===== config.mk =====
export PLATFORM = sky130hd
export DESIGN_NAME = vt52_command_handler
export DESIGN_NICKNAME = d
export VERILOG_FILES = /design/src/source/vt52_cmd_pkg.sv /design/src/source/vt52_screen_pkg.sv /design/src/source/vt52_char_writer.sv /design/src/source/vt52_command_handler.sv /design/src/source/vt52_cursor_ctrl.sv /design/src/source/vt52_decoder.sv
export VERILOG_INCLUDE_DIRS = /design/src /design/src/source
export SDC_FILE = /design/constraint.sdc
export NUM_CORES = 1
export LEC_CHECK = 0
export ABC_AREA = 1
export BUFFER_PORTS_ARGS = -buffer_cell sky130_fd_sc_hd__clkbuf_2
export CAP_MARGIN = 10
export CORE_ASPECT_RATIO = 1.25
export CORE_UTILIZATION = 35
export DETAILED_ROUTE_END_ITERATION = 8
export GPL_ROUTABILITY_DRIVEN = 0
export PLACE_DENSITY = 0.52
export REMOVE_ABC_BUFFERS = 1
export SLEW_MARGIN = 0
export SYNTH_ARGS = -nofsm -noshare
export SYNTH_HDL_FRONTEND = slang
export SYNTH_HIERARCHICAL = 1
export SYNTH_SLANG_ARGS = --single-unit

===== constraint.sdc =====
create_clock -name clk -period 4.7 [get_ports clk]
set_input_delay 0.235 -clock clk [delete_from_list [all_inputs] [get_ports clk]]
set_output_delay 0.235 -clock clk [all_outputs]
set_load 0.05 [all_outputs]

===== src/source/vt52_defines.svh =====
// screen geometry, buffer size, tab stop and blank character macros
`ifndef VT52_DEFINES_SVH
`define VT52_DEFINES_SVH

// visible screen size
`define VT52_ROWS 24
`define VT52_COLS 80

// first cell of the last row in the circular buffer
`define VT52_LAST_ROW 1840

// total number of character cells
`define VT52_BUF_SIZE 1920

// tab jumps to the next stop up to this column, single steps after it
`define VT52_TAB_LIMIT 71

`define VT52_BLANK 8'h20

`endif


===== src/source/vt52_cmd_pkg.sv =====
// decoded command and decoder state enums
`default_nettype none

package vt52_cmd_pkg;

   // one command per accepted byte, cmd_none when idle
   typedef enum logic [3:0] {
      cmd_none, cmd_print, cmd_backspace, cmd_tab,
      cmd_linefeed, cmd_return,
      cmd_up, cmd_down, cmd_right, cmd_left,
      cmd_home, cmd_goto,
      cmd_erase_line, cmd_erase_screen,
      cmd_graph_on, cmd_graph_off
   } cmd_t;

   // byte-stream decoder states
   typedef enum logic [1:0] {
      dec_normal,
      dec_escape,
      dec_get_row,
      dec_get_col
   } dec_state_t;

endpackage

`default_nettype wire


===== src/source/vt52_screen_pkg.sv =====
// screen geometry types: rows, columns, buffer addresses and characters
`default_nettype none

package vt52_screen_pkg;

   // cursor coordinates
   typedef logic [4:0] row_t;
   typedef logic [6:0] col_t;

   // cell address in the circular buffer
   typedef logic [10:0] addr_t;

   // one extra bit, an address sum before it is reduced modulo the buffer size
   typedef logic [11:0] wide_addr_t;

   typedef logic [7:0] char_t;

endpackage

`default_nettype wire


===== src/source/vt52_char_writer.sv =====
// vt52_char_writer: registered character writes and the blank-fill erase loop
`timescale 1ns/1ps
`default_nettype none

`include "vt52_defines.svh"

module vt52_char_writer (
   input  wire                           clk,
   input  wire                           reset,
   input  wire vt52_cmd_pkg::cmd_t       cmd,
   input  wire vt52_screen_pkg::char_t   cmd_char,
   input  wire vt52_screen_pkg::addr_t   char_addr,
   input  wire                           erase_req,
   input  wire vt52_screen_pkg::addr_t   erase_first,
   input  wire vt52_screen_pkg::addr_t   erase_last,
   output vt52_screen_pkg::char_t        new_char,
   output vt52_screen_pkg::addr_t        new_char_address,
   output logic                          new_char_wen,
   output logic                          erase_busy
);
   import vt52_screen_pkg::*;
   import vt52_cmd_pkg::*;

   localparam addr_t last_addr = addr_t'(`VT52_BUF_SIZE - 1);

   addr_t erase_end;
   logic  erase_done;

   assign erase_done = (new_char_address == erase_end);

   always_ff @(posedge clk) begin
      if (reset) begin
         new_char_wen <= 1'b0;
         erase_busy <= 1'b0;
      end else begin
         new_char_wen <= 1'b0;
         if (erase_req) begin
            erase_busy <= 1'b1;
            new_char_wen <= 1'b1;
         end else if (cmd == cmd_print) begin
            new_char_wen <= 1'b1;
         end else if (erase_busy) begin
            // busy drops right after the last blank is written
            if (erase_done) begin
               erase_busy <= 1'b0;
            end else begin
               new_char_wen <= 1'b1;
            end
         end
      end
   end

   always_ff @(posedge clk) begin
      if (erase_req) begin
         new_char <= `VT52_BLANK;
         new_char_address <= erase_first;
         erase_end <= erase_last;
      end else if (cmd == cmd_print) begin
         new_char <= cmd_char;
         new_char_address <= char_addr;
      end else if (erase_busy && !erase_done) begin
         new_char_address <= (new_char_address == last_addr) ? '0 :
                             new_char_address + addr_t'(1);
      end
   end

   // the decoder holds off input for the whole erase
   assert property (@(posedge clk) disable iff (reset) erase_req |-> !erase_busy)
      else $error("erase request during an erase");

endmodule

`default_nettype wire


===== src/source/vt52_command_handler.sv =====
// vt52_command_handler: top level joining decoder, cursor control and character writer
`timescale 1ns/1ps
`default_nettype none

module vt52_command_handler (
   input  wire                           clk,
   input  wire                           reset,
   input  wire vt52_screen_pkg::char_t   data,
   input  wire                           valid,
   output logic                          ready,
   output vt52_screen_pkg::addr_t        new_first_char,
   output logic                          new_first_char_wen,
   output vt52_screen_pkg::char_t        new_char,
   output vt52_screen_pkg::addr_t        new_char_address,
   output logic                          new_char_wen,
   output vt52_screen_pkg::col_t         new_cursor_x,
   output vt52_screen_pkg::row_t         new_cursor_y,
   output logic                          new_cursor_wen,
   output logic                          graphic_mode
);
   import vt52_screen_pkg::*;
   import vt52_cmd_pkg::*;

   cmd_t  cmd;
   char_t cmd_char;
   row_t  goto_row;
   logic  goto_row_keep;
   col_t  goto_col;
   addr_t char_addr;
   logic  erase_req;
   addr_t erase_first;
   addr_t erase_last;
   logic  erase_busy;
   logic  move_busy;

   vt52_decoder u_decoder (
      .clk(clk), .reset(reset), .data(data), .valid(valid),
      .erase_busy(erase_busy), .move_busy(move_busy), .ready(ready),
      .cmd(cmd), .cmd_char(cmd_char), .goto_row(goto_row),
      .goto_row_keep(goto_row_keep), .goto_col(goto_col)
   );

   vt52_cursor_ctrl u_cursor_ctrl (
      .clk(clk), .reset(reset), .cmd(cmd), .goto_row(goto_row),
      .goto_row_keep(goto_row_keep), .goto_col(goto_col), .char_addr(char_addr),
      .cursor_x(new_cursor_x), .cursor_y(new_cursor_y), .cursor_wen(new_cursor_wen),
      .first_char(new_first_char), .first_char_wen(new_first_char_wen),
      .graphic_mode(graphic_mode), .erase_req(erase_req), .erase_first(erase_first),
      .erase_last(erase_last), .move_busy(move_busy)
   );

   vt52_char_writer u_char_writer (
      .clk(clk), .reset(reset), .cmd(cmd), .cmd_char(cmd_char), .char_addr(char_addr),
      .erase_req(erase_req), .erase_first(erase_first), .erase_last(erase_last),
      .new_char(new_char), .new_char_address(new_char_address),
      .new_char_wen(new_char_wen), .erase_busy(erase_busy)
   );

endmodule

`default_nettype wire


===== src/source/vt52_cursor_ctrl.sv =====
// vt52_cursor_ctrl: cursor, row address, scroll origin, Esc Y pipeline and erase ranges
`timescale 1ns/1ps
`default_nettype none

`include "vt52_defines.svh"

module vt52_cursor_ctrl (
   input  wire                           clk,
   input  wire                           reset,
   input  wire vt52_cmd_pkg::cmd_t       cmd,
   input  wire vt52_screen_pkg::row_t    goto_row,
   input  wire                           goto_row_keep,
   input  wire vt52_screen_pkg::col_t    goto_col,
   output vt52_screen_pkg::addr_t        char_addr,
   output vt52_screen_pkg::col_t         cursor_x,
   output vt52_screen_pkg::row_t         cursor_y,
   output logic                          cursor_wen,
   output vt52_screen_pkg::addr_t        first_char,
   output logic                          first_char_wen,
   output logic                          graphic_mode,
   output logic                          erase_req,
   output vt52_screen_pkg::addr_t        erase_first,
   output vt52_screen_pkg::addr_t        erase_last,
   output logic                          move_busy
);
   import vt52_screen_pkg::*;
   import vt52_cmd_pkg::*;

   localparam col_t  last_col = col_t'(`VT52_COLS - 1);
   localparam row_t  last_row = row_t'(`VT52_ROWS - 1);
   localparam addr_t last_row_addr = addr_t'(`VT52_LAST_ROW);
   localparam addr_t row_step = addr_t'(`VT52_COLS);

   addr_t      row_addr;
   addr_t      row_addr_next;
   col_t       x_next;
   row_t       y_next;
   addr_t      first_next;
   row_t       goto_row_eff;
   logic       goto_s1;
   logic       goto_s2;
   wide_addr_t goto_sum;
   addr_t      goto_addr;
   row_t       goto_y;
   col_t       goto_x;

   // row start addresses wrap around the circular buffer
   function automatic addr_t row_below(input addr_t a);
      return (a == last_row_addr) ? addr_t'(0) : a + row_step;
   endfunction

   function automatic addr_t row_above(input addr_t a);
      return (a == addr_t'(0)) ? last_row_addr : a - row_step;
   endfunction

   // a row never straddles the wrap point, so no reduction here
   assign char_addr = row_addr + addr_t'(cursor_x);
   assign move_busy = goto_s1 || goto_s2;
   assign goto_row_eff = goto_row_keep ? cursor_y : goto_row;

   always_comb begin
      x_next = cursor_x;
      y_next = cursor_y;
      row_addr_next = row_addr;
      first_next = first_char;
      case (cmd)
         // no wrap at the last column
         cmd_print, cmd_right: begin
            if (cursor_x != last_col) x_next = cursor_x + col_t'(1);
         end
         cmd_backspace, cmd_left: begin
            if (cursor_x != '0) x_next = cursor_x - col_t'(1);
         end
         cmd_tab: begin
            if (cursor_x <= col_t'(`VT52_TAB_LIMIT)) begin
               x_next = {cursor_x[6:3] + 4'd1, 3'b000};
            end else if (cursor_x != last_col) begin
               x_next = cursor_x + col_t'(1);
            end
         end
         cmd_return: x_next = '0;
         cmd_linefeed: begin
            // bottom row scrolls the origin instead of moving the cursor
            if (cursor_y == last_row) begin
               first_next = row_below(first_char);
            end else begin
               y_next = cursor_y + row_t'(1);
            end
            row_addr_next = row_below(row_addr);
         end
         cmd_down: begin
            if (cursor_y != last_row) begin
               y_next = cursor_y + row_t'(1);
               row_addr_next = row_below(row_addr);
            end
         end
         cmd_up: begin
            if (cursor_y != '0) begin
               y_next = cursor_y - row_t'(1);
               row_addr_next = row_above(row_addr);
            end
         end
         cmd_home: begin
            x_next = '0;
            y_next = '0;
            row_addr_next = first_char;
         end
         default: ;
      endcase
      // last Esc Y step, input is stalled so no command competes
      if (goto_s2) begin
         x_next = goto_x;
         y_next = goto_y;
         row_addr_next = goto_addr;
      end
   end

   always_comb begin
      erase_req = 1'b0;
      erase_first = char_addr;
      erase_last = row_addr + addr_t'(last_col);
      case (cmd)
         cmd_erase_line: erase_req = 1'b1;
         cmd_erase_screen: begin
            erase_req = 1'b1;
            erase_last = (first_char == '0) ? addr_t'(`VT52_BUF_SIZE - 1) :
                         first_char - addr_t'(1);
         end
         cmd_linefeed: begin
            // old top row becomes the new bottom row
            if (cursor_y == last_row) begin
               erase_req = 1'b1;
               erase_first = first_char;
               erase_last = first_char + addr_t'(last_col);
            end
         end
         default: ;
      endcase
   end

   always_ff @(posedge clk) begin
      if (reset) begin
         cursor_x <= '0;
         cursor_y <= '0;
         row_addr <= '0;
         first_char <= '0;
         cursor_wen <= 1'b0;
         first_char_wen <= 1'b0;
         graphic_mode <= 1'b0;
         goto_s1 <= 1'b0;
         goto_s2 <= 1'b0;
      end else begin
         cursor_x <= x_next;
         cursor_y <= y_next;
         row_addr <= row_addr_next;
         first_char <= first_next;
         cursor_wen <= (x_next != cursor_x) || (y_next != cursor_y);
         first_char_wen <= (first_next != first_char);
         if (cmd == cmd_graph_on) begin
            graphic_mode <= 1'b1;
         end else if (cmd == cmd_graph_off) begin
            graphic_mode <= 1'b0;
         end
         goto_s1 <= (cmd == cmd_goto);
         goto_s2 <= goto_s1;
      end
   end

   // Esc Y: multiply and add first, then reduce modulo the buffer size
   always_ff @(posedge clk) begin
      if (cmd == cmd_goto) begin
         goto_y <= goto_row_eff;
         goto_x <= goto_col;
         goto_sum <= wide_addr_t'(goto_row_eff) * wide_addr_t'(`VT52_COLS) +
                     wide_addr_t'(first_char);
      end
      if (goto_s1) begin
         goto_addr <= (goto_sum >= wide_addr_t'(`VT52_BUF_SIZE)) ?
                      addr_t'(goto_sum - wide_addr_t'(`VT52_BUF_SIZE)) : addr_t'(goto_sum);
      end
   end

   assert property (@(posedge clk) disable iff (reset) cursor_x <= last_col)
      else $error("cursor_x beyond last column: %h", cursor_x);

endmodule

`default_nettype wire


===== src/source/vt52_decoder.sv =====
// vt52_decoder: byte-stream FSM for control codes and escape sequences, drives ready
`timescale 1ns/1ps
`default_nettype none

`include "vt52_defines.svh"

module vt52_decoder (
   input  wire                           clk,
   input  wire                           reset,
   input  wire vt52_screen_pkg::char_t   data,
   input  wire                           valid,
   input  wire                           erase_busy,
   input  wire                           move_busy,
   output logic                          ready,
   output vt52_cmd_pkg::cmd_t            cmd,
   output vt52_screen_pkg::char_t        cmd_char,
   output vt52_screen_pkg::row_t         goto_row,
   output logic                          goto_row_keep,
   output vt52_screen_pkg::col_t         goto_col
);
   import vt52_screen_pkg::*;
   import vt52_cmd_pkg::*;

   dec_state_t state;
   dec_state_t state_next;
   row_t       row_q;
   logic       row_keep_q;
   logic       accept;
   logic       printable;
   char_t      offset;

   // no new byte while an erase or an Esc Y move is in progress
   assign ready = !erase_busy && !move_busy;
   assign accept = valid && ready;
   assign printable = (data >= 8'h20) && (data <= 8'h7e);

   // Esc Y coordinates come offset by a blank, codes below it wrap to large values
   assign offset = data - `VT52_BLANK;

   assign cmd_char = data;
   assign goto_row = row_q;
   assign goto_row_keep = row_keep_q;
   assign goto_col = (offset < char_t'(`VT52_COLS)) ? col_t'(offset) :
                     col_t'(`VT52_COLS - 1);

   always_comb begin
      cmd = cmd_none;
      state_next = state;
      if (accept) begin
         case (state)
            dec_normal: begin
               if (printable) begin
                  cmd = cmd_print;
               end else begin
                  case (data)
                     8'h08: cmd = cmd_backspace;
                     8'h09: cmd = cmd_tab;
                     8'h0a: cmd = cmd_linefeed;
                     8'h0d: cmd = cmd_return;
                     8'h1b: state_next = dec_escape;
                     default: cmd = cmd_none;
                  endcase
               end
            end
            dec_escape: begin
               state_next = dec_normal;
               case (data)
                  "A": cmd = cmd_up;
                  "B": cmd = cmd_down;
                  "C": cmd = cmd_right;
                  "D": cmd = cmd_left;
                  "H": cmd = cmd_home;
                  "K": cmd = cmd_erase_line;
                  "J": cmd = cmd_erase_screen;
                  "F": cmd = cmd_graph_on;
                  "G": cmd = cmd_graph_off;
                  "Y": state_next = dec_get_row;
                  // a second Esc does not cancel the first
                  8'h1b: state_next = dec_escape;
                  default: cmd = cmd_none;
               endcase
            end
            dec_get_row: begin
               state_next = dec_get_col;
            end
            dec_get_col: begin
               cmd = cmd_goto;
               state_next = dec_normal;
            end
            default: state_next = dec_normal;
         endcase
      end
   end

   always_ff @(posedge clk) begin
      if (reset) begin
         state <= dec_normal;
      end else begin
         state <= state_next;
      end
   end

   // row byte kept until the column byte completes Esc Y
   always_ff @(posedge clk) begin
      if (accept && (state == dec_get_row)) begin
         row_q <= row_t'(offset);
         row_keep_q <= (offset >= char_t'(`VT52_ROWS));
      end
   end

   // erase and Esc Y move never run together
   assert property (@(posedge clk) disable iff (reset) !(erase_busy && move_busy))
      else $error("erase and Esc Y move busy at the same time");

endmodule

`default_nettype wire


* Yosys cells after proc, flatten, opt, wreduce, memory -nomap -nowiden *
Cells that the tools add are included.

word-level totals
  bits in registers = 114
  bits in latches = 0
  memory bits (writable) = 0
  bits in read-only memories = 0
  input bits = 11
  output and inout port bits = 47
  word-level logic and storage cells = 165
  memories = 0

operators by class
  add/sub/neg operators = 16
  multiply operators = 1
  divide/modulo/power cells = 0
  magnitude comparators = 6
  eq/ne operators = 48
  shift operators = 0
  mux-type cells = 49
  bitwise operators = 0
  reductions and logical operators = 24

operator list
  operator                                                count
  two-way mux 11 bit                                      17
  == test 8 x 7 -> 1 bit (second input constant)          10
  adder 11 x 7 -> 11 bit (second input constant)          4
  one-hot mux 11 bit (4 select lines)                     1
  one-hot mux 4 bit (9 select lines)                      1
  == test 11 bit (second input constant)                  3
  == test 4 bit (second input constant)                   8
  == test 8 x 4 -> 1 bit (second input constant)          4
  two-way mux 7 bit                                       4
  one-hot mux 7 bit (4 select lines)                      1
  two-way mux 5 bit                                       5
  logical NOT 11 bit                                      2
  one-hot mux 11 bit (2 select lines)                     1
  one-hot mux 5 bit (4 select lines)                      1
  == test 4 x 3 -> 1 bit (second input constant)          4
  adder 12 x 11 -> 12 bit                                 1
  >= comparator 12 x 11 -> 1 bit (second input constant)  1
  one-hot mux 3 bit (4 select lines)                      1
  one-hot mux 4 bit (3 select lines)                      1
  adder 11 x 1 -> 11 bit (second input constant)          1
  adder 11 x 7 -> 11 bit                                  1
  == test 11 bit                                          1
  != test 11 bit                                          1
  subtractor 11 x 1 -> 11 bit (second input constant)     1
  other kinds (43)                                        69

* Longest topological paths before layout *
Gate-level depths: netlist of run 1.

  word-level depth = 11
  gate-level depth with buffers = 29
  gate-level depth less buffers = 26

* Cells and area by module *
Netlist of run 1, hierarchy kept.

modules (own cells, without submodules)
  module            instances  cells an instance  area each (sq um)  seq. area each (sq um)
  vt52_cursor_ctrl  1          876                5901.9             1831.8
  vt52_char_writer  1          216                1672.9             860.8
  vt52_decoder      1          118                765.7              220.2

* Least setup slack after synthesis of run 1 *
No wires, ideal clock.

  path type = register to register
  start = register u_cursor_ctrl.goto_s2
  end = register u_char_writer.new_char_address[0] (enable)
  library setup time = 362 ps
  arrival = 4940 ps
  data required time = 4338 ps
  path slack = -602 ps
  cell stages (with the launch flop) = 16
  buffers on the path = 4
  clock period less this slack = 5302 ps
  path through = dfxtp_1 -> clkbuf_1 -> inv_1 -> clkbuf_1 -> clkbuf_1 -> buf_2 -> nand2_1 -> nor2_2 -> nand2_2 -> nor2_2 -> inv_1 -> nor2_1 -> nand2_1 -> o21ai_0 -> clkinv_1 -> nand3_1

between the ends
  cells in the longest elaborated chain, start to end = 9
  elaborated cells on any way between the ends = 12
  classes of those cells = eq/ne: 4; mux: 2; reduce/logical: 6

RTL lines
  what                                   RTL line                    text
  start, declared                        vt52_cursor_ctrl.sv:41      logic goto_s2;
  start signal, assigned                 vt52_cursor_ctrl.sv:165     goto_s2 <= goto_s1;
  logical OR 1 bit *                     vt52_cursor_ctrl.sv:58      assign move_busy = goto_s1 || goto_s2;
  net move_busy                          vt52_command_handler.sv:34  logic move_busy;
  logical NOT 1 bit *                    vt52_decoder.sv:33          assign ready = !erase_busy && !move_busy;
  logical AND 1 bit *                    vt52_decoder.sv:33
  net ready                              vt52_command_handler.sv:10  output logic ready,
  logical AND 1 bit *                    vt52_decoder.sv:34          assign accept = valid && ready;
  two-way mux 4 bit *                    vt52_decoder.sv:49          if (accept) begin
  net cmd[3]                             vt52_command_handler.sv:24  cmd_t cmd;
  == test 4 bit                          vt52_cursor_ctrl.sv:122     case (cmd)
  OR reduction 2 bit (no source line)    n/a
  one-hot mux 1 bit (2 select lines) *   vt52_cursor_ctrl.sv:122
  net erase_req                          vt52_command_handler.sv:30  logic erase_req;
  nonzero test 3 bit (no source line) *  n/a
  end signal, assigned                   vt52_char_writer.sv:56      new_char_address <= erase_first;
  end signal, assigned                   vt52_char_writer.sv:60      new_char_address <= char_addr;
  end signal, assigned                   vt52_char_writer.sv:62      new_char_address <= (new_char_address == last_addr) ? '0 :
  end, declared                          vt52_char_writer.sv:17      output vt52_screen_pkg::addr_t new_char_address,

The timed path passes the listed nets; every way through them passes the cells marked *.
A chain may end at the register's enable or synchronous reset.

* Worst setup path after layout of run 1 *
  start = register u_cursor_ctrl.goto_s1
  end = register u_char_writer.new_char_address[8], data pin

between the ends
  cells in the longest elaborated chain, start to end = 9
  elaborated cells on any way between the ends = 14
  classes of those cells = eq/ne: 4; mux: 5; reduce/logical: 5

RTL lines
  what                                 RTL line                    text
  start, declared                      vt52_cursor_ctrl.sv:40      logic goto_s1;
  start signal, assigned               vt52_cursor_ctrl.sv:164     goto_s1 <= (cmd == cmd_goto);
  logical OR 1 bit *                   vt52_cursor_ctrl.sv:58
  net move_busy                        vt52_command_handler.sv:34
  logical NOT 1 bit *                  vt52_decoder.sv:33
  logical AND 1 bit *                  vt52_decoder.sv:33
  logical AND 1 bit *                  vt52_decoder.sv:34
  two-way mux 4 bit *                  vt52_decoder.sv:49
  net cmd[3]                           vt52_command_handler.sv:24
  == test 4 bit                        vt52_cursor_ctrl.sv:122
  OR reduction 2 bit (no source line)  n/a
  one-hot mux 1 bit (2 select lines)   vt52_cursor_ctrl.sv:122
  two-way mux 11 bit *                 vt52_char_writer.sv:54      if (erase_req) begin

Marked as above.

==> qor_table.md, run 1 <==
| Group | Result | Reported |
|---|---|---|
| sta | Achievable frequency | 266.4 MHz |
| cells and area | Fill cell count | 2472 |
| clock network | Master cell of the clock root buffer | sky130_fd_sc_hd__clkbuf_16 |
| clock network | Clock Latency Late Sink | 0.43 ns |
| logic synthesis | Warnings, synthesis | 6 |
| clock network | Hold Buf Count CTS | 0 |
| cells and area | Number of nets in the layout | 1309 |
| floorplanning | Initial standard-cell utilization of the core | 0.3596 |
| sta | Hold Vio Cnt, Final | 0 |
| sta | Tightest hold margin | 0.08891 ns |
| detailed routing | Vias | 7891 |
| floorplanning | Width of the die | 140.1 um |
| setup path | Worst-path maximum fanout | 19 |
| clock network | Clock tree from TritonCTS | done |
| detailed routing | Vias per Instance | 5.062 |
| sta | Final period util | 0.7988 |
| logic synthesis | Cell types with the highest counts after synthesis | 322 x sky130_fd_sc_hd__nand2_1, 161 x sky130_fd_sc_hd__nor2_1, 134 x sky130_fd_sc_hd__inv_1 |
| logic synthesis | Cell variety after synth | 47 |
| detailed routing | WL final | 24280 um |
| placement | Count of buffers from port buffering | 57 |
| logic synthesis | FFs w/ async S/R, synth | 0 |
| floorplanning | Ports placed on the boundary | 58 |
| placement | Worst setup slack before clock tree synthesis | 0.9570 ns |
| global route | Remaining Overflow, GRT | 0 |
| detailed routing | Number of optimization iterations in the first detailed-route pass | 5 |
| detailed routing | Number of nets still failing antenna checks after routing | 0 |
| logic synthesis | Dominant synthesized flop cell | sky130_fd_sc_hd__edfxtp_1 |
| clock network | Post-CTS Setup Repair Bufs | 0 |
| clock network | Post-cts resize count | 0 |
| cells and area | P&R area growth vs syn | 12.90% |
| pwr | Power per cell area | 279.8 nW/um^2 |
| run status | Outcome | finished, final reports clean |
| setup path | CP arrival | 3.93 ns |
| logic synthesis | Synth area leader | sky130_fd_sc_hd__edfxtp_1 |
| logic synthesis | Synth Register Bits | 114 |
| logic synthesis | Post-synth top area share | 0.2268 |
| floorplanning | Row count | 62 |
| clock network | TritonCTS Sinks | 114 |
| logic synthesis | Post-Syn Area per Cell | 6.893 um^2 |
| logic synthesis | Leading cell types by total area after synthesis | sky130_fd_sc_hd__edfxtp_1 23%, sky130_fd_sc_hd__nand2_1 14%, sky130_fd_sc_hd__dfxtp_1 12% |
| detailed routing | Iteration-0 DRC count of the detailed router | 410 |
| sta | Unrepaired setup endpoints after global routing | no |
| global route | Largest net degree at the start of global routing | 33 |
| setup path | Type of element capturing the critical path | register |
| sta | Pin slew with the least headroom to its limit | 0.9074 ns |
| global route | Via count of the first global-routing pass | 7579 |
| floorplanning | Die Span Y | 174.6 um |
| logic synthesis | Fraction of the yosys area taken by sequential cells | 0.3492 |
| logic synthesis | Cell with the most instances after synthesis | sky130_fd_sc_hd__nand2_1 |
| sta | Worst clock skew | 0.009455 ns |
| pwr | Highest ir drop seen on vdd | 0.2435 mV |
| global route | GRT Total Usage | 0.2089 |
| cells and area | End-of-flow core utilization | 0.4060 |
| setup path | Startpoint class of the critical path | register |
| logic synthesis | Post-synthesis instance area | 8340 um^2 |
| hold path | Worst hold-check path type | input port to register |
| flow run | Maximum Capacitance Violations | 0 |
| sta | Setup slack of the critical path after layout | 0.9457 ns |
| floorplanning | Area of the placeable core | 23190 um^2 |
| placement | HPWL after detailed placement | 18500 um |
| detailed routing | Final routed wire length divided by cell count | 15.58 um |
| logic synthesis | Number of instances in the synthesized netlist | 1210 |
| global route | Initial antenna violation count | 0 |
| sta | Endpoints failing setup | 0 |
| clock network | Number of buffers on the longest clock path | 2 |
| clock network | Num CTS Buffers | 17 |
| cells and area | Fraction of layout instances using a drive strength above 1 | 0.1118 |
| sta | Setup TNS | 0 ns |
| detailed routing | DRC violations left | 0 |
| sta | Normalized max-slew margin | 0.3904 |
| clock network | Clk slew on worst S/H paths | 0.05 ns |
| pwr | Static leakage power | 4.266 nW |
| setup path | Worst Path Class, Setup | register to register |
| floorplanning | Die footprint | 24450 um^2 |
| sta | Post-layout min period | 3.754 ns |
| cells and area | Final cell count without fillers | 1559 |
| placement | Cell count after placement | 1526 |
| setup path | Required arrival time at the worst endpoint | 4.87 ns |
| sta | Final max-slew violation count | 0 |
| clock network | CTS H-Tree Depth | 4 |
| global route | Global-route wire length before repair | 39560 um |
| logic synthesis | Number of enable flip-flop cells after synthesis | 63 |
cells by family after synthesis:
| kind of cell | after synthesis | synth area share |
|---|---|---|
| AO/OA/AOI/OAI | 174 | 0.1160 |
| XOR/XNOR | 45 | 0.04725 |
| adder cells (fa/ha/maj) | 41 | 0.06421 |
| buffers and inverters | 189 | 0.09196 |
| flip-flops | 114 | 0.3492 |
| multiplexers | 1 | 0.001350 |
| AND/OR/NAND/NOR | 646 | 0.3300 |
state kept, by name, summed over array words and instances (netlist names), 5 cells and up, named ones only:
signal,flops
u_cursor_ctrl/goto_y,5
u_cursor_ctrl/goto_sum,12
u_cursor_ctrl/goto_addr,11
u_char_writer/new_char,8
u_cursor_ctrl/first_char,11
u_cursor_ctrl/cursor_y,5
u_char_writer/erase_end,11
u_decoder/goto_row,5
u_char_writer/new_char_address,11
u_cursor_ctrl/row_addr,11
u_cursor_ctrl/cursor_x,7
u_cursor_ctrl/goto_x,7
per-layer routing:
| layer | up-vias | share of wire | global-route usage |
|---|---|---|---|
| li1 | 4049 | - | - |
| met1 | 3605 | 0.44 | 0.2525 |
| met2 | 185 | 0.48 | 0.3565 |
| met3 | 52 | 0.039 | 0.03097 |
| met4 | 0 | 0.041 | 0.1136 |
| met5 | - | 0 | 0 |
report_power, final:
group          internal (mW)  switching [mW]  leakage, nW
registers               1.07          0.0288        0.992
logic                 0.0804           0.218         3.01
clock network          0.769           0.467        0.268
path summary, 6_finish.rpt:
check | start | end | slack [ns] | cells past startpoint
worst min-delay path | data[0] | u_decoder/goto_row[0]$_DFFE_PP_ | 0.09 | 1
worst min register to register | u_cursor_ctrl/goto_sum[5]$_DFFE_PP_ | u_cursor_ctrl/goto_addr[5]$_DFFE_PP_ | 0.42 | 0
worst max register to register | u_cursor_ctrl/goto_s1$_SDFF_PP0_ | u_char_writer/new_char_address[8]$_DFFE_PP_ | 0.95 | 14
worst max-delay path | u_cursor_ctrl/goto_s1$_SDFF_PP0_ | u_char_writer/new_char_address[8]$_DFFE_PP_ | 0.95 | 14
cell usage in the layout (no fill, tap or decap), types with 6 or more instances in the layout:
cell type / n
sky130_fd_sc_hd__nand2_1: 322
sky130_fd_sc_hd__nor2_1: 160
sky130_fd_sc_hd__inv_1: 134
sky130_fd_sc_hd__nand3_1: 93
sky130_fd_sc_hd__o21ai_0: 71
sky130_fd_sc_hd__edfxtp_1: 63
sky130_fd_sc_hd__a21oi_1: 58
sky130_fd_sc_hd__clkbuf_2: 57
sky130_fd_sc_hd__dfxtp_1: 51
sky130_fd_sc_hd__ha_1: 38
sky130_fd_sc_hd__xor2_1: 33
sky130_fd_sc_hd__clkbuf_16: 17
sky130_fd_sc_hd__nand4_1: 17
sky130_fd_sc_hd__nor3_1: 13
sky130_fd_sc_hd__xnor2_1: 12
sky130_fd_sc_hd__buf_4: 10
sky130_fd_sc_hd__nor2_2: 10
sky130_fd_sc_hd__inv_2: 10
sky130_fd_sc_hd__o21ai_1: 9
sky130_fd_sc_hd__or2_2: 9
sky130_fd_sc_hd__nand2_2: 8
sky130_fd_sc_hd__clkinv_1: 7
sky130_fd_sc_hd__o211ai_1: 7
sky130_fd_sc_hd__clkinv_2: 6
sky130_fd_sc_hd__a31oi_1: 6
layout make-up:
type                       instances  area, um^2  share of cell area
multi-input combinational        907        4663              0.4952
inverter                         150       564.3             0.05993
timing repair buffer              67       360.3             0.03827
antenna                            1       2.502           0.0002657
tap                              288       360.3             0.03827
clock inverter                    12       116.4             0.01236
clock buffer                      20       436.7             0.04637
sequential                       114        2913              0.3093
critical path: stages (launching register included):
cell and delay (ns):
sky130_fd_sc_hd__dfxtp_1 0.48, sky130_fd_sc_hd__inv_1 0.16, sky130_fd_sc_hd__nand2_1 0.08, sky130_fd_sc_hd__nor2_2 0.16, sky130_fd_sc_hd__nand2_2 0.11, sky130_fd_sc_hd__nor2_2 0.19
sky130_fd_sc_hd__inv_1 0.06, sky130_fd_sc_hd__nor2_1 0.43, sky130_fd_sc_hd__nor2_1 0.08, sky130_fd_sc_hd__nand2_1 0.52, sky130_fd_sc_hd__clkinv_1 0.78, sky130_fd_sc_hd__nand2_1 0.22
sky130_fd_sc_hd__nand2_1 0.07, sky130_fd_sc_hd__a21oi_1 0.12, sky130_fd_sc_hd__nor2_1 0.05
metrics by stage:
stage               cell area [um^2]  power [mW]
CTS                             9414       2.657
detailed placement              8861       1.418
global route                    9414       2.738
floorplan                       8138       1.334
finish                          9417       2.635
global placement                8861       1.417
Power figures use the tool's default switching activity.
==> run 2, diff against run 1 <==
==> constraint.sdc (replaced) <==
create_clock -name clk -period 3.19 [get_ports clk]
set_input_delay 0.1595 -clock clk [delete_from_list [all_inputs] [get_ports clk]]
set_output_delay 0.1595 -clock clk [all_outputs]
set_load 0.05 [all_outputs]
==> run 2 against run 1 <==
  * Sequential share of layout area down 1.1 points
  * Worst setup slack lost 0.73 ns
  * Clock power rose by 55%
  * Clock skew grew 0.0024 ns
  * Register-to-register slack lost 0.73 ns
  * First-iteration DRC count rose by 33%
  * Count of clock-buffer cells in the layout is 3 higher
  * Combinational power grew 58%
  * Worst hold slack got worse by 0.070 ns
==> qor_table.md, run 2 (synthesis results as in run 1) <==
| Group | Result | Reported |
|---|---|---|
| floorplanning | Initial standard-cell utilization of the core | 0.3596 |
| sta | Final max-slew violation count | 0 |
| global route | Remaining Overflow, GRT | 0 |
| clock network | CTS H-Tree Depth | 4 |
| flow run | Maximum Capacitance Violations | 0 |
| cells and area | Most common cell after layout, fill and taps aside | sky130_fd_sc_hd__nand2_1 |
| clock network | Hold Buf Count CTS | 0 |
| clock network | Master cell of the clock root buffer | sky130_fd_sc_hd__clkbuf_16 |
| clock network | Number of buffers on the longest clock path | 2 |
| clock network | TritonCTS Sinks | 114 |
| cells and area | Sequential cell area | 2913 um^2 |
| cells and area | P&R area growth vs syn | 17.15% |
| setup path | Type of element capturing the critical path | register |
| detailed routing | WL final | 24680 um |
| setup path | Worst Path Class, Setup | register to register |
| clock network | Clk slew on worst S/H paths | 0.05 ns |
| pwr | Static leakage power | 4.488 nW |
| global route | Initial antenna violation count | 0 |
| detailed routing | DRC violations left | 0 |
| detailed routing | Vias per Instance | 5.036 |
| sta | Endpoints failing setup | 0 |
| setup path | Worst-path maximum fanout | 5 |
| hold path | Worst hold-check path type | input port to register |
| setup path | Startpoint class of the critical path | register |
| pwr | Total power | 4.001 mW |
| clock network | Num CTS Buffers | 17 |
| sta | Worst clock skew | 0.01187 ns |
| global route | Largest net degree at the start of global routing | 33 |
| pwr | Power per cell area | 409.4 nW/um^2 |
| cells and area | Register containing the most flip-flops in the final layout | u_cursor_ctrl/goto_sum |
| sta | Tightest hold margin | 0.01895 ns |
| sta | Normalized max-slew margin | 0.3932 |
| setup path | Required arrival time at the worst endpoint | 3.35 ns |
| run status | Outcome | finished, final reports clean |
| cells and area | Count of antenna diodes in the layout | 0 |
| floorplanning | Die footprint | 24450 um^2 |
| floorplanning | Row count | 62 |
| floorplanning | Die Span Y | 174.6 um |
| cells and area | Most frequent cells in the layout | 321 x sky130_fd_sc_hd__nand2_1, 156 x sky130_fd_sc_hd__nor2_1, 134 x sky130_fd_sc_hd__inv_1 |
| detailed routing | Final routed wire length divided by cell count | 15.47 um |
| cells and area | Fill cell count | 2356 |
| floorplanning | Ports placed on the boundary | 58 |
| detailed routing | Number of nets still failing antenna checks after routing | 0 |
| sta | Pin slew with the least headroom to its limit | 0.9032 ns |
| clock network | Clock Latency Late Sink | 0.42 ns |
| clock network | Clock tree from TritonCTS | done |
| global route | GRT Total Usage | 0.2091 |
| global route | Via count of the first global-routing pass | 7602 |
| placement | HPWL after detailed placement | 19140 um |
| global route | Global-route wire length before repair | 39340 um |
| cells and area | Max reg flops | 12 |
| placement | Count of buffers from port buffering | 57 |
| cells and area | Multi-input gate area in the final layout | 4713 um^2 |
| setup path | CP arrival | 3.13 ns |
| floorplanning | Area of the placeable core | 23190 um^2 |
| detailed routing | Number of optimization iterations in the first detailed-route pass | 5 |
| sta | Final period util | 0.9315 |
| sta | Post-layout min period | 2.972 ns |
| detailed routing | Iteration-0 DRC count of the detailed router | 545 |
| sta | Achievable frequency | 336.5 MHz |
| sta | Hold Vio Cnt, Final | 0 |
| cells and area | Number of nets in the layout | 1346 |
| detailed routing | Vias | 8033 |
| pwr | Highest ir drop seen on vdd | 0.3610 mV |
| floorplanning | Width of the die | 140.1 um |
| cells and area | Fraction of layout instances using a drive strength above 1 | 0.1454 |
| sta | Unrepaired setup endpoints after global routing | no |
## run 2: changes by cell type in the layout (fill, tap and decap cells not counted), sizes merged
cell and delta:
clkinv -3, clkbuf +4, buf +35, nand2 +1, diode -1, clkinvlp -1
inv +1
## run 2: power by group
part	total [mW]	internal (mW)	leakage, nW	switching (mW)
Combinational	0.470	0.129	3.20	0.341
Sequential	1.61	1.58	0.992	0.0298
Clock	1.92	1.23	0.292	0.690
Total	4.00	2.94	4.49	1.06
## run 2: final timing paths
kind                                                     startpoint                                   end  slack, ns  cells past startpoint
worst max-delay path              u_decoder/goto_row_keep$_DFFE_PP_  u_cursor_ctrl/goto_sum[11]$_DFFE_PP_       0.22                     15
worst min-delay path                                        data[0]       u_decoder/goto_row[0]$_DFFE_PP_       0.02                      1
worst max register to register    u_decoder/goto_row_keep$_DFFE_PP_  u_cursor_ctrl/goto_sum[11]$_DFFE_PP_       0.22                     15
worst min register to register  u_cursor_ctrl/goto_sum[4]$_DFFE_PP_  u_cursor_ctrl/goto_addr[4]$_DFFE_PP_       0.41                      0
## run 2: critical path: stages, from the launching register on
cell                       delay (ns)
sky130_fd_sc_hd__edfxtp_1        0.44
sky130_fd_sc_hd__clkbuf_2        0.19
sky130_fd_sc_hd__o21ai_2         0.16
sky130_fd_sc_hd__inv_1           0.08
sky130_fd_sc_hd__ha_1            0.28
sky130_fd_sc_hd__ha_1            0.16
sky130_fd_sc_hd__inv_1           0.05
sky130_fd_sc_hd__fa_1            0.47
sky130_fd_sc_hd__inv_1           0.04
sky130_fd_sc_hd__ha_1            0.31
sky130_fd_sc_hd__a21oi_2         0.19
sky130_fd_sc_hd__nor2_1          0.06
sky130_fd_sc_hd__nor2_1          0.08
sky130_fd_sc_hd__nor2_1          0.04
sky130_fd_sc_hd__nor2_1          0.10
sky130_fd_sc_hd__xnor2_1         0.07
## run 2: through the flow
| step | utilization | instance area [um^2] | setup WS [ns] | setup TNS, ns | std cells |
|---|---|---|---|---|---|
| 6_report | 0.4212 | 9771 | 0.2185 | 0 | 1595 |
| 5_1_grt | 0.4212 | 9771 | 0.002481 | 0 | 1595 |
| 4_1_cts | 0.4179 | 9693 | 0.09019 | 0 | 1590 |
| 3_5_place_dp | 0.3924 | 9101 | 0.1041 | 0 | 1558 |
| 3_3_place_gp | 0.3924 | 9101 | 0.1619 | 0 | 1558 |
| 2_1_floorplan | - | 8138 | -2.244 | -105.38 | 1171 |
## run 2: metal layers
metal | GRT usage | vias up | wire length (um)
li1 | - | 4125 | -
met1 | 0.2535 | 3660 | 10520
met2 | 0.3635 | 210 | 12330
met3 | 0.03700 | 38 | 1141
met4 | 0.08654 | 0 | 681
met5 | 0 | - | 0
## run 2: cell type report
type                       count  area share
multi-input combinational    908      0.4824
sequential                   114      0.2981
timing repair buffer         103     0.06428
inverter                     150     0.05775
clock buffer                  23     0.05007
tap                          288     0.03688
clock inverter                 9     0.01050
## run 2: repair_timing
action / CTS / global route
setup endpoints to repair: 0 / 4
hold endpoints to repair: 0 / 0
resized for setup: 0 / 16
setup buffers: 0 / 4
